### config.mk
export PLATFORM = sky130hd
export DESIGN_NAME = reorder_buffer_flat
export DESIGN_NICKNAME = d
export VERILOG_FILES = /design/src/rtl/core_pkg.sv /design/src/rtl/core_ifs.sv /design/src/rtl/reorder_buffer.sv /design/src/flat_wrapper.sv
export SDC_FILE = /design/constraint.sdc
export NUM_CORES = 1
export LEC_CHECK = 0
export ABC_AREA = 1
export BUFFER_PORTS_ARGS = -buffer_cell sky130_fd_sc_hd__buf_4
export CORE_MARGIN = 3
export CORE_UTILIZATION = 45
export CTS_CLUSTER_SIZE = 8
export DETAILED_ROUTE_END_ITERATION = 8
export SYNTH_ARGS = -nofsm -noshare
export SYNTH_HDL_FRONTEND = slang
export SYNTH_SLANG_ARGS = --single-unit
### constraint.sdc
create_clock -name clk -period 3.8 [get_ports clk]
set_input_delay 0.38 -clock clk [delete_from_list [all_inputs] [get_ports clk]]
set_output_delay 0.38 -clock clk [all_outputs]
set_load 0.05 [all_outputs]
### src/rtl/core_pkg.sv
package core_pkg;

    localparam int XLEN      = 32;
    localparam int ARCH_REGS = 32;
    localparam int PHYS_REGS = 48;
    localparam int ROB_DEPTH = 8;
    localparam int IQ_DEPTH  = 4;

    // Registers that are not mapped after reset
    localparam int FREE_REGS = PHYS_REGS - ARCH_REGS;

    localparam int AREG_W = $clog2(ARCH_REGS);
    localparam int PREG_W = $clog2(PHYS_REGS);
    localparam int ROB_W  = $clog2(ROB_DEPTH);
    localparam int FREE_W = $clog2(FREE_REGS);

    typedef logic [AREG_W-1:0] areg_t;
    typedef logic [PREG_W-1:0] preg_t;
    typedef logic [ROB_W-1:0]  rob_idx_t;
    typedef logic [XLEN-1:0]   xdata_t;

endpackage

### src/rtl/core_ifs.sv
`timescale 1ns/1ps

// Renamed instruction handed to the ROB and the issue queue
interface dispatch_if;
    import core_pkg::*;

    logic     valid;
    areg_t    arch_rd;
    preg_t    phys_rd;
    preg_t    old_phys_rd;                    // Mapping released at commit
    preg_t    phys_rs1;
    preg_t    phys_rs2;
    logic     rs1_ready;
    logic     rs2_ready;
    xdata_t   rs1_value;
    xdata_t   rs2_value;
    xdata_t   imm;
    logic     use_imm;
    logic     is_sub;
    rob_idx_t rob_idx;                        // ROB tail
    logic     rob_full;
    logic     iq_full;

    modport rename (
        output valid, arch_rd, phys_rd, old_phys_rd, phys_rs1, phys_rs2,
               rs1_ready, rs2_ready, rs1_value, rs2_value, imm, use_imm, is_sub,
        input  rob_full, iq_full
    );
    modport rob (
        input  valid, arch_rd, old_phys_rd,
        output rob_idx, rob_full
    );
    modport iq (
        input  valid, phys_rd, phys_rs1, phys_rs2, rs1_ready, rs2_ready,
               rs1_value, rs2_value, imm, use_imm, is_sub, rob_idx,
        output iq_full
    );
endinterface

// Writeback broadcast, one pulse per completed instruction
interface result_if;
    import core_pkg::*;

    logic     valid;
    rob_idx_t rob_idx;
    preg_t    phys_rd;
    xdata_t   result;

    modport src (output valid, rob_idx, phys_rd, result);
    modport dst (input valid, rob_idx, phys_rd, result);
endinterface

### src/rtl/reorder_buffer.sv
`timescale 1ns/1ps

module reorder_buffer (
    input  logic              clk,
    input  logic              rst,
    dispatch_if.rob           disp,
    result_if.dst             wb,
    output logic              free_valid_o,
    output core_pkg::preg_t   free_preg_o,
    output logic              commit_valid_o,
    output core_pkg::areg_t   commit_rd_o,
    output core_pkg::xdata_t  commit_data_o
);
    import core_pkg::*;

    rob_idx_t             head_q;
    rob_idx_t             tail_q;
    logic [ROB_W:0]       count_q;
    logic [ROB_DEPTH-1:0] done_q;
    areg_t                rd_q [ROB_DEPTH];
    preg_t                old_q [ROB_DEPTH];   // Previous mapping of rd
    xdata_t               data_q [ROB_DEPTH];
    logic                 commit_fire;

    assign commit_fire   = (count_q != '0) && done_q[head_q];
    assign disp.rob_idx  = tail_q;
    assign disp.rob_full = count_q == (ROB_W+1)'(ROB_DEPTH);

    always_ff @(posedge clk) begin
        if (rst) begin
            head_q         <= '0;
            tail_q         <= '0;
            count_q        <= '0;
            done_q         <= '0;
            commit_valid_o <= 1'b0;
            free_valid_o   <= 1'b0;
        end else begin
            if (disp.valid) begin
                done_q[tail_q] <= 1'b0;
                tail_q         <= tail_q + 1'b1;  // Depth is a power of two
            end
            if (wb.valid) begin
                done_q[wb.rob_idx] <= 1'b1;
            end
            if (commit_fire) begin
                head_q <= head_q + 1'b1;
            end
            count_q <= count_q + (ROB_W+1)'(disp.valid) - (ROB_W+1)'(commit_fire);
            commit_valid_o <= commit_fire;
            // Physical register 0 is never handed out
            free_valid_o   <= commit_fire && old_q[head_q] != '0;
        end
    end

    always_ff @(posedge clk) begin
        if (disp.valid) begin
            rd_q[tail_q]  <= disp.arch_rd;
            old_q[tail_q] <= disp.old_phys_rd;
        end
        if (wb.valid) begin
            data_q[wb.rob_idx] <= wb.result;
        end
        if (commit_fire) begin
            commit_rd_o   <= rd_q[head_q];
            commit_data_o <= data_q[head_q];
            free_preg_o   <= old_q[head_q];
        end
    end

endmodule

### src/flat_wrapper.sv
// flat-port wrapper written by rule: the top's interface ports become plain ports
module reorder_buffer_flat import core_pkg::*;
  (clk, rst, free_valid_o, free_preg_o, commit_valid_o, commit_rd_o, commit_data_o, disp_valid, disp_arch_rd, disp_old_phys_rd, disp_rob_idx, disp_rob_full, wb_valid, wb_rob_idx, wb_phys_rd, wb_result);
  dispatch_if disp_i ();
  result_if wb_i ();
  input  logic clk;
  input  logic rst;
  output logic free_valid_o;
  output core_pkg::preg_t free_preg_o;
  output logic commit_valid_o;
  output core_pkg::areg_t commit_rd_o;
  output core_pkg::xdata_t commit_data_o;
  input wire logic [$bits(disp_i.valid)-1:0] disp_valid;
  input wire logic [$bits(disp_i.arch_rd)-1:0] disp_arch_rd;
  input wire logic [$bits(disp_i.old_phys_rd)-1:0] disp_old_phys_rd;
  output wire logic [$bits(disp_i.rob_idx)-1:0] disp_rob_idx;
  output wire logic [$bits(disp_i.rob_full)-1:0] disp_rob_full;
  input wire logic [$bits(wb_i.valid)-1:0] wb_valid;
  input wire logic [$bits(wb_i.rob_idx)-1:0] wb_rob_idx;
  input wire logic [$bits(wb_i.phys_rd)-1:0] wb_phys_rd;
  input wire logic [$bits(wb_i.result)-1:0] wb_result;
  assign disp_i.valid = disp_valid;
  assign disp_i.arch_rd = disp_arch_rd;
  assign disp_i.old_phys_rd = disp_old_phys_rd;
  assign disp_rob_idx = disp_i.rob_idx;
  assign disp_rob_full = disp_i.rob_full;
  assign wb_i.valid = wb_valid;
  assign wb_i.rob_idx = wb_rob_idx;
  assign wb_i.phys_rd = wb_phys_rd;
  assign wb_i.result = wb_result;
  reorder_buffer u_core (.clk(clk), .rst(rst), .disp(disp_i), .wb(wb_i), .free_valid_o(free_valid_o), .free_preg_o(free_preg_o), .commit_valid_o(commit_valid_o), .commit_rd_o(commit_rd_o), .commit_data_o(commit_data_o));
endmodule
==> impl_results.md, run 1 <==
* Row Count at 68
* CP max FO at 80
* Post-synth top area cell: edfxtp_1
* Via count at 9,570
* Avg Synthesized Cell Area at 12.8 µm²
* Worst Path Required at 4230 ps
* Starting DRT DRC Count at 726
* Worst slew pin tran at 1070 ps
* Layout cells sized above 1 at 0.149
* Clock slew at reported path FFs at 50 ps
* Clk_skew at 14.7 ps
* Slew margin rel. at 0.286
* Gpl congestion at 0.735
* Register area share after synthesis at 0.763
* Max Cap Viol at 0
* Crit start category: register
* Period minus WS final at 2700 ps
* Fillers at 2,863
* Final layout net count at 1,415
* FFs w/ async S/R, synth at 0
* Post-route ant nets at 0
* GR Overflow Total at 0
* Multiplexer share of the synthesized area at 0
* TNS Setup at 0 ps
* Fin area at 18,700 µm²
* Post-synth cell types at 26
* Worst hold path type: in2reg
* Post-CTS Resized at 0
* Crit. End Element: register
* Via count of the first global-routing pass at 9,337
* Pwr dens at 620 nW/µm²
* Final WL at 34,800 µm
* Area share of the largest cell type after synthesis at 0.734
* Count of final hold-check violations at 0
* Main synth FF type: edfxtp_1
* Largest cells by area after synthesis: edfxtp_1, nor2_1, nand2_1
* Boundary Pins at 105
* Die Y at 194 µm
* Syn. warnings at 0
* Main combinational cell family by area after synthesis: simple AND/OR/NAND/NOR gates
* F_max at 371 MHz
* Mapped Cells at 1,233
* Adder-cell area share of the yosys netlist at 0.00759
* Total power at 11.6 mW
* Synth Area in Compound Gates at 0.0859
* Number of synthesized flops with an enable pin at 387
* CTS tree: built
* Largest net degree at the start of global routing at 108
* Arrival time at the worst endpoint at 3120 ps
* Status: complete, no violations
* Setup bufs post-CTS at 0
* Post-DR wirelength/cell at 19.0 µm
* VDD IR-drop max at 362 µV
* Port bufs at 98
* Maximum root-to-sink buffer count at 3
* Core box area at 34,600 µm²
* 1st-pass router iterations at 5
* WL met3 at 2090 µm
* Global-route wire length before repair at 53,700 µm
* Worst-skew pair later-pin latency at 570 ps
* Post-CTS Hold Fix Bufs at 0
* Cell Area, Placed at 17,100 µm²
* Initial antenna violation count at 1
* Initial core utilization at 0.457
* Simple-gate share of the synthesized area at 0.105
* Clock root cell: clkbuf_16
* CTS Buf Count at 57
* H-tree depth at 2
* Top layer in use: met5
* Slew Viols, Final at 0
* Area growth from synthesis to layout at 17.9%
* DIE WIDTH at 194 µm
* Clock sinks at 410
* Setup Slack @ Placement at 1110 ps
* Tot GR Track Use at 0.183
* Met2 WL at 16,400 µm
* Setup violations, final at 0
* Full die area at 37,500 µm²
* Final setup margin at 1100 ps
* Lkg Pwr at 6.75 nW
* Wl on met1 at 15,500 µm
* Drt drc at 0
* Post-Syn Area at 15,800 µm²
* Period utilisation layout at 0.710
* Estimated wirelength of the detail-placed design at 18,500 µm
* Antenna cells at 0
* Syn_nets at 1,298
* RSZ-0062 raised after global routing: false
* XOR/XNOR Fraction of Synth Area at 0.000553
* #FFs+latches synth at 410
* Vias per inst at 5.23
* CP Class: reg2reg
[flip-flops by register name, summed over array words and instances, names as in the netlist, 4 cells and up, named ones only]
signal / cells
u_core.commit_rd_o: 5
u_core.commit_data_o: 32
u_core.count_q: 4
u_core.data_q: 256
u_core.rd_q: 40
u_core.done_q: 8
u_core.old_q: 48
u_core.free_preg_o: 6
[layout make-up]
| class | instances | area [µm²] | area share |
|---|---|---|---|
| clock buffer | 81 | 1560 | 0.0836 |
| clock inverter | 2 | 17.5 | 0.000939 |
| inverter | 65 | 246 | 0.0132 |
| multi-input combinational | 692 | 3220 | 0.172 |
| sequential | 410 | 12100 | 0.648 |
| tap | 455 | 569 | 0.0305 |
| timing repair buffer | 124 | 956 | 0.0512 |
[cell usage in the layout, fill, tap and decap left out, drive strengths merged, types with 8 or more instances in the layout]
cell / Yosys / final
a21oi: 12 / 12
buf: 35 / 124
clkbuf: 31 / 81
dfxtp: 23 / 23
edfxtp: 387 / 387
ha: 8 / 8
inv: 65 / 66
nand2: 196 / 196
nand3: 25 / 25
nor2: 204 / 204
o21ai: 167 / 167
o22ai: 74 / 74
[per-stage QoR]
stage | util | hold WS [ps] | instances
final | 0.539 | 41.7 | 1829
after global routing | 0.539 | 26.3 | 1829
after CTS | 0.539 | 16.3 | 1829
after detailed placement | 0.493 | 467 | 1746
after global placement | 0.493 | 470 | 1746
after floorplan | - | 440 | 1233
[logic make-up (layout without fill, tap and decap cells)]
logic type,count (synthesis),count (layout)
buffers and inverters,131,272
DFF,410,410
xor gates and xnor gates,1,1
adders and majority gates,9,9
and+or+nand+nor,429,429
AOI/OAI and AO/OA,253,253
[synth_stat cells (3+ instances only)]
cell / n
nand3_1: 23
buf_4: 10
inv_1: 62
buf_6: 4
o22ai_1: 74
ha_1: 8
inv_2: 3
clkbuf_1: 29
o21ai_0: 142
o21ai_1: 25
a21oi_1: 12
nand2_1: 196
nor2_1: 202
edfxtp_1: 387
dfxtp_1: 23
buf_2: 20
[power by group]
part | switching, mW | total, mW | internal (mW)
combinational | 1.20 | 1.72 | 0.516
clock | 1.71 | 4.49 | 2.78
sequential | 0.118 | 5.35 | 5.23
total | 3.03 | 11.6 | 8.53
[path summary, 6_finish.rpt]
check / start / end / slack [ps] / cells after the start
setup / recovery: u_core.head_q[0] / u_core.commit_data_o[8] / 1100 / 7
hold / removal: disp_old_phys_rd[3] / u_core.old_q[3][3] / 40 / 1
setup reg to reg: u_core.head_q[0] / u_core.commit_data_o[8] / 1100 / 7
hold reg to reg: u_core.done_q[2] / u_core.done_q[2] / 470 / 2
[routing by layer]
| metal | vias to the layer above | track usage |
|---|---|---|
| met5 | - | 0 |
| li1 | 4602 | - |
| met3 | 62 | 0.0413 |
| met4 | 2 | 0.0581 |
| met2 | 254 | 0.294 |
| met1 | 4650 | 0.252 |
[critical path: stages, from the launching register on]
cell and delay, ps:
dfxtp_4 500, inv_4 110, buf_4 570, buf_4 770
o21ai_0 180, o22ai_1 170, nand2_1 80, nand2_1 100
Note: power is estimated with default switching activity, not from simulation.
==> run 2, diff against run 1 <==
Clock period 3.8 ns to 2.2 ns, I/O delays scaled along.
==> run 2 against run 1 <==
Net effect:
- fmax grew 25%
- register-to-register slack lost 1100 ps
- flip-flop and latch count is the same
- non-clock buffer count grew 55
- design area grew 3.6%
- clock-buffer cell count shrank 1
- via count grew 3.0%
- worst setup slack lost 1100 ps
- core utilization grew 1.9 points
- sequential share of layout area shrank 2.2 points
- critical endpoint is now u_core.count_q[1]
- largest power group unchanged
- highest routed layer is now met4
==> impl_results.md, run 2 (synthesized netlist as in run 1, its figures left out) <==
* Total power at 20.2 mW (+75%)
* Power Internal at 14.9 mW (+74%)
* Row Count at 68 (unchanged)
* Clock slew at reported path FFs at 50 ps (about the same)
* Vias per inst at 5.23 (-0.10%)
* Port bufs at 98 (unchanged)
* Estimated wirelength of the detail-placed design at 17,800 µm (-3.7%)
* Most common cell after layout, fill and taps aside: edfxtp_1
* Worst slew pin tran at 883 ps (-188 ps)
* F_max at 463 MHz (+25%)
* Area growth from synthesis to layout at 22.1%
* Arrival time at the worst endpoint at 2670 ps (-450 ps)
* Maximum root-to-sink buffer count at 3 (unchanged)
* Setup violations, final at 0 (unchanged)
* Drt drc at 0 (unchanged)
* TNS Setup at 0 ps (unchanged)
* Period utilisation layout at 0.981 (+0.271)
* Boundary Pins at 105 (unchanged)
* Period minus WS final at 2160 ps (-539 ps)
* Max reg flops at 256 (unchanged)
* Comb pwr share at 0.161 (+0.013)
* Status: complete, no violations
* CTS tree: built
* Clock power share at 0.385 (-0.003)
* Worst hold path type: in2reg
* WP buf/inv at 4 (+1)
* H-tree depth at 2 (unchanged)
* Seq pwr share at 0.454 (-0.009)
* Worst Path Required at 2710 ps (-1520 ps)
* Full die area at 37,500 µm² (unchanged)
* Clock sinks at 410 (unchanged)
* Crit. End Element: register
* Switching Power at 5.37 mW (+77%)
* Cell Area, Placed at 17,200 µm² (+1.0%)
* Reg with most FFs: u_core.data_q
* Fin area at 19,300 µm² (+3.6%)
* Fillers at 2,824 (-1.4%)
* 1st-pass router iterations at 5 (unchanged)
* Via count at 9,858 (+3.0%)
* Global-route wire length before repair at 54,800 µm (+2.1%)
* CTS Buf Count at 57 (unchanged)
* Final layout net count at 1,470 (+3.9%)
* CP Class: reg2reg
* Crit path cell chain: buf_4, nand2_1, nand2_1, nand3_2, nand3_4, clkinvlp_4, ha_4, inv_2, ha_4, fa_2, inv_1, nor2_1
* CP max FO at 9 (-89%)
* Tot GR Track Use at 0.185 (+0.00215)
* DIE WIDTH at 194 µm (unchanged)
* Pwr dens at 1050 nW/µm² (+69%)
* Worst-skew pair later-pin latency at 580 ps (about the same)
* Lkg Pwr at 7.01 nW (+3.8%)
* Slowest stage cell on the critical path: fa_2
* Commonest non-fill, non-tap cells in the layout: edfxtp_1, nand2_1, nor2_1, o21ai_0, buf_4
* Post-route ant nets at 0 (unchanged)
* Switching Share at 0.266 (+0.00340)
* Initial core utilization at 0.457 (unchanged)
* Largest net degree at the start of global routing at 85 (-21%)
* Via count of the first global-routing pass at 9,884 (+5.9%)
* Critical path's top delay family: adder cells
* Post-DR wirelength/cell at 18.7 µm (-1.9%)
* Initial antenna violation count at 2 (+1)
* Gpl congestion at 0.797 (+8.5%)
* VDD IR-drop max at 664 µV (+83%)
* Largest regs: u_core.data_q x256, u_core.old_q x48, u_core.rd_q x40
* Core box area at 34,600 µm² (unchanged)
* Slew Viols, Final at 0 (unchanged)
* Clock root cell: clkbuf_16
* Final WL at 35,200 µm (+1.2%)
* Max Cap Viol at 0 (unchanged)
* GR Overflow Total at 0 (unchanged)
* CP peak stage delay at 520 ps (-250 ps)
* Die Y at 194 µm (unchanged)
* RSZ-0062 raised after global routing: true
* Count of final hold-check violations at 0 (unchanged)
* Layout cells sized above 1 at 0.157 (+0.00755)
* Starting DRT DRC Count at 629 (-13%)
* Crit start category: register
* Slew margin rel. at 0.411 (+0.126)
* Clk_skew at 13.6 ps (-1.13 ps)
## run 2: tightest hold or removal path, stage by stage
cell and delay [ps]:
buf_4 100, nor2_1 40, inv_1 140, nor2_4 70
## run 2: repair_timing
item	4_1_cts	5_1_grt
resized for setup	0	4
setup endpoints to repair	1	2
pin swaps	1	1
endpoints found under the hold margin	358	0
hold buffers	45	0
buffers inserted	2	1
## run 2: power groups by stage
stage | Clock (mW) | Combinational (mW) | Sequential [mW]
6_report | 7.79 | 3.26 | 9.18
5_1_grt | 8.27 | 3.63 | 9.21
4_1_cts | 7.96 | 3.26 | 9.18
3_5_place_dp | 0 | 3.17 | 9.33
3_3_place_gp | 0 | 3.10 | 9.32
2_1_floorplan | 0 | 1.88 | 9.68
## run 2: area by class of cell
class                           instances  area, µm²  area share
Clock inverter                          3       43.8     0.00227
Inverter                               65        250      0.0130
Tap cell                              455        569      0.0295
Multi-Input combinational cell        692       3270       0.169
Clock buffer                           80       1540      0.0799
Antenna cell                            2       5.00    0.000259
Sequential cell                       410      12100       0.626
Timing Repair Buffer                  179       1560      0.0805
## run 2: final timing paths
check | end | from | cells past startpoint | slack [ps]
min reg2reg | u_core.done_q[7] | u_core.done_q[7] | 2 | 490
max | u_core.count_q[1] | u_core.head_q[0] | 12 | 40
max reg2reg | u_core.count_q[1] | u_core.head_q[0] | 12 | 40
min | u_core.data_q[4][24] | wb_rob_idx[1] | 4 | 170
## run 2: per-layer routing
layer | global-route usage | wire, µm | part of all wire | vias to the layer above
li1 | - | - | - | 4715
met3 | 0.0341 | 1900 | 0.054 | 43
met5 | 0 | 0 | 0 | -
met4 | 0.0482 | 597 | 0.017 | 0
met1 | 0.249 | 15500 | 0.44 | 4836
met2 | 0.315 | 17200 | 0.49 | 264
## run 2: through the flow
step / std cells / worst slack (ps) / hold slack, ps / utilization
after floorplan: 1233 / -713 / 289 / -
after global placement: 1753 / 67.0 / 452 / 0.498
after detailed placement: 1753 / 10.7 / 454 / 0.498
after CTS: 1883 / 6.94 / 145 / 0.557
after global routing: 1885 / -60.4 / 192 / 0.558
final: 1886 / 42.4 / 173 / 0.558
==> run 3, diff against run 2 <==
Settings changed: CORE_ASPECT_RATIO set to 0.6.
==> run 3 against run 2 <==
Net effect:
- design area is 0.42% lower
- fmax is 2.6% higher
- via count is 1.4% lower
- clock power is 2% lower
- worst setup slack better by 55 ps
- critical path type unchanged
- non-clock buffer count is 1 lower
- wire length is 2.6% higher
- flip-flop and latch count stayed put
- critical path depth is 1 lower
==> impl_results.md, run 3 (synthesized netlist as in run 1, its figures left out) <==
* Gpl congestion at 0.764 (-4.1%)
* F_max at 476 MHz (+2.6%)
* Critical path's top delay family: adder cells
* Via count at 9,716 (-1.4%)
* Worst Path Required at 2710 ps (about the same)
* Total power at 20.1 mW (-0.85%)
* Final WL at 36,200 µm (+2.6%)
* Hold Crit Endpoint: u_core.data_q[4][9]
* CP Class: reg2reg
* Via count of the first global-routing pass at 9,299 (-5.9%)
* Initial core utilization at 0.463 (+0.00629)
* Layout cells sized above 1 at 0.158 (+0.000844)
* Worst hold path type: in2reg
* Period utilisation layout at 0.956 (-0.0250)
* Starting DRT DRC Count at 843 (+34%)
* Hold path cells at 4 (unchanged)
* Post-route ant nets at 0 (unchanged)
* Setup bufs post-CTS at 0 (-2)
* Port bufs at 98 (unchanged)
* Setup Slack @ Placement at 50.0 ps (+39.3 ps)
* Clock sinks at 410 (unchanged)
* Maximum root-to-sink buffer count at 3 (unchanged)
* Slew margin rel. at 0.294 (-0.118)
* WP buf/inv at 4 (unchanged)
* RSZ-0062 raised after global routing: true
* Worst-skew pair later-pin latency at 580 ps (about the same)
* Register Area at 12,100 µm² (unchanged)
* R2R cell count at 11 (-1)
* Tot GR Track Use at 0.196 (+0.0102)
* Clock slew at reported path FFs at 50 ps (about the same)
* CP peak stage delay at 510 ps (about the same)
* FF-to-FF setup slack at 100 ps (+60 ps)
* Reg with most FFs: u_core.data_q
* Die Y at 151 µm (-22%)
* Crit start category: register
* Multi-input gate area at 3270 µm² (+0.15%)
* Full die area at 37,500 µm² (+0.20%)
* H-tree depth at 2 (unchanged)
* Slowest stage cell on the critical path: fa_2
* Slew Viols, Final at 0 (unchanged)
* Largest regs: u_core.data_q x256, u_core.old_q x48, u_core.rd_q x40
* GR Overflow Total at 0 (unchanged)
* Clk_skew at 12.9 ps (-0.627 ps)
* Most common cell after layout, fill and taps aside: edfxtp_1
* 1st-pass router iterations at 7 (+2)
* Max reg flops at 256 (unchanged)
* Vias per inst at 5.18 (-0.86%)
* RR Endpoint: u_core.count_q[1]
* Setup violations, final at 0 (unchanged)
* Fillers at 2,786 (-1.3%)
* Crit. End Element: register
* Crit path cell chain: inv_1, ha_1, nand3_1, nand3_4, clkinvlp_4, ha_4, inv_2, ha_4, fa_2, inv_1, nor2_1
* Global-route wire length before repair at 55,400 µm (+1.1%)
* Clock root cell: clkbuf_16
* VDD IR-drop max at 846 µV (+27%)
* Count of final hold-check violations at 0 (unchanged)
* CTS Buf Count at 57 (unchanged)
* Drt drc at 0 (unchanged)
* CP max FO at 3 (-6)
* Largest net degree at the start of global routing at 99 (+16%)
* Area growth from synthesis to layout at 21.6%
* Boundary Pins at 105 (unchanged)
* Hold_ws at 177 ps (+3.79 ps)
* Post-DR wirelength/cell at 19.3 µm (+3.2%)
* Period minus WS final at 2100 ps (-55.1 ps)
* Arrival time at the worst endpoint at 2610 ps (-60 ps)
* Final setup margin at 97.5 ps (+55.1 ps)
* Commonest non-fill, non-tap cells in the layout: edfxtp_1, nand2_1, nor2_1, o21ai_0, buf_4
* Layout Utilization at 0.563 (+0.00530)
* Hold Startpoint: wb_rob_idx[1]
* CTS tree: built
* Initial antenna violation count at 2 (unchanged)
* Estimated wirelength of the detail-placed design at 19,000 µm (+6.7%)
* Core box area at 34,200 µm² (-1.4%)
* Worst slew pin tran at 1060 ps (+176 ps)
* Pwr dens at 1040 nW/µm² (-0.43%)
* Status: complete, no violations
* Lkg Pwr at 6.98 nW (-0.40%)
* Final layout net count at 1,469 (-0.068%)
* Worst setup path start: u_core.count_q[2]
* Row Count at 52 (-24%)
* Max Cap Viol at 0 (unchanged)
* DIE WIDTH at 248 µm (+28%)
* Crit Reg-Reg Startpoint: u_core.count_q[2]
[run 3: cell count changes in the layout (fill, tap and decap cells not counted), sizes merged]
| cell | change |
|---|---|
| buf | -1 |
| clkbuf | -14 |
| clkinv | -1 |
| diode | -1 |
| inv | +2 |
[run 3: how the worst max path moves through the flow]
stage | to | cells after the start
finish | u_core.count_q[1] | 11
global route | u_core.count_q[1] | 12
CTS | u_core.count_q[1] | 11
detailed placement | u_core.count_q[1] | 11
global placement | u_core.count_q[1] | 11
floorplan | u_core.count_q[1] | 14
[run 3: timing repair]
action	CTS	global route
setup endpoints to repair	0	2
gates resized for setup	0	5
endpoints found under the hold margin	358	0
hold buffers	45	0
[run 3: layout make-up]
type / count / share of cell area
clock buffer: 66 / 0.0759
antenna: 1 / 0.000130
multi-input combinational: 692 / 0.170
tap: 459 / 0.0298
timing repair buffer: 178 / 0.0805
inverter: 65 / 0.0130
sequential: 410 / 0.628
clock inverter: 4 / 0.00241
[run 3: per-stage QoR]
stage,cell area (µm²),cells,setup TNS [ps]
2_1_floorplan,15900,1233,-3070
3_3_place_gp,17300,1759,0
3_5_place_dp,17300,1759,0
4_1_cts,19200,1874,0
5_1_grt,19200,1875,-44.5
6_report,19200,1875,0
[run 3: routing by layer]
metal,share of wire,global-route usage
met5,0.00022,0
met4,0.014,0.0501
met3,0.072,0.0407
met2,0.43,0.283
met1,0.48,0.302
[run 3: report_power, final]
| part | total [mW] | switching (mW) | internal, mW |
|---|---|---|---|
| sequential | 9.17 | 0.130 | 9.04 |
| combinational | 3.29 | 2.26 | 1.03 |
| clock | 7.60 | 3.01 | 4.59 |
| total | 20.1 | 5.40 | 14.7 |
[run 3: tightest hold or removal path, stage by stage]
cell    delay (ps)
buf_4          100
nor2_1          40
inv_1          130
nor2_4          80
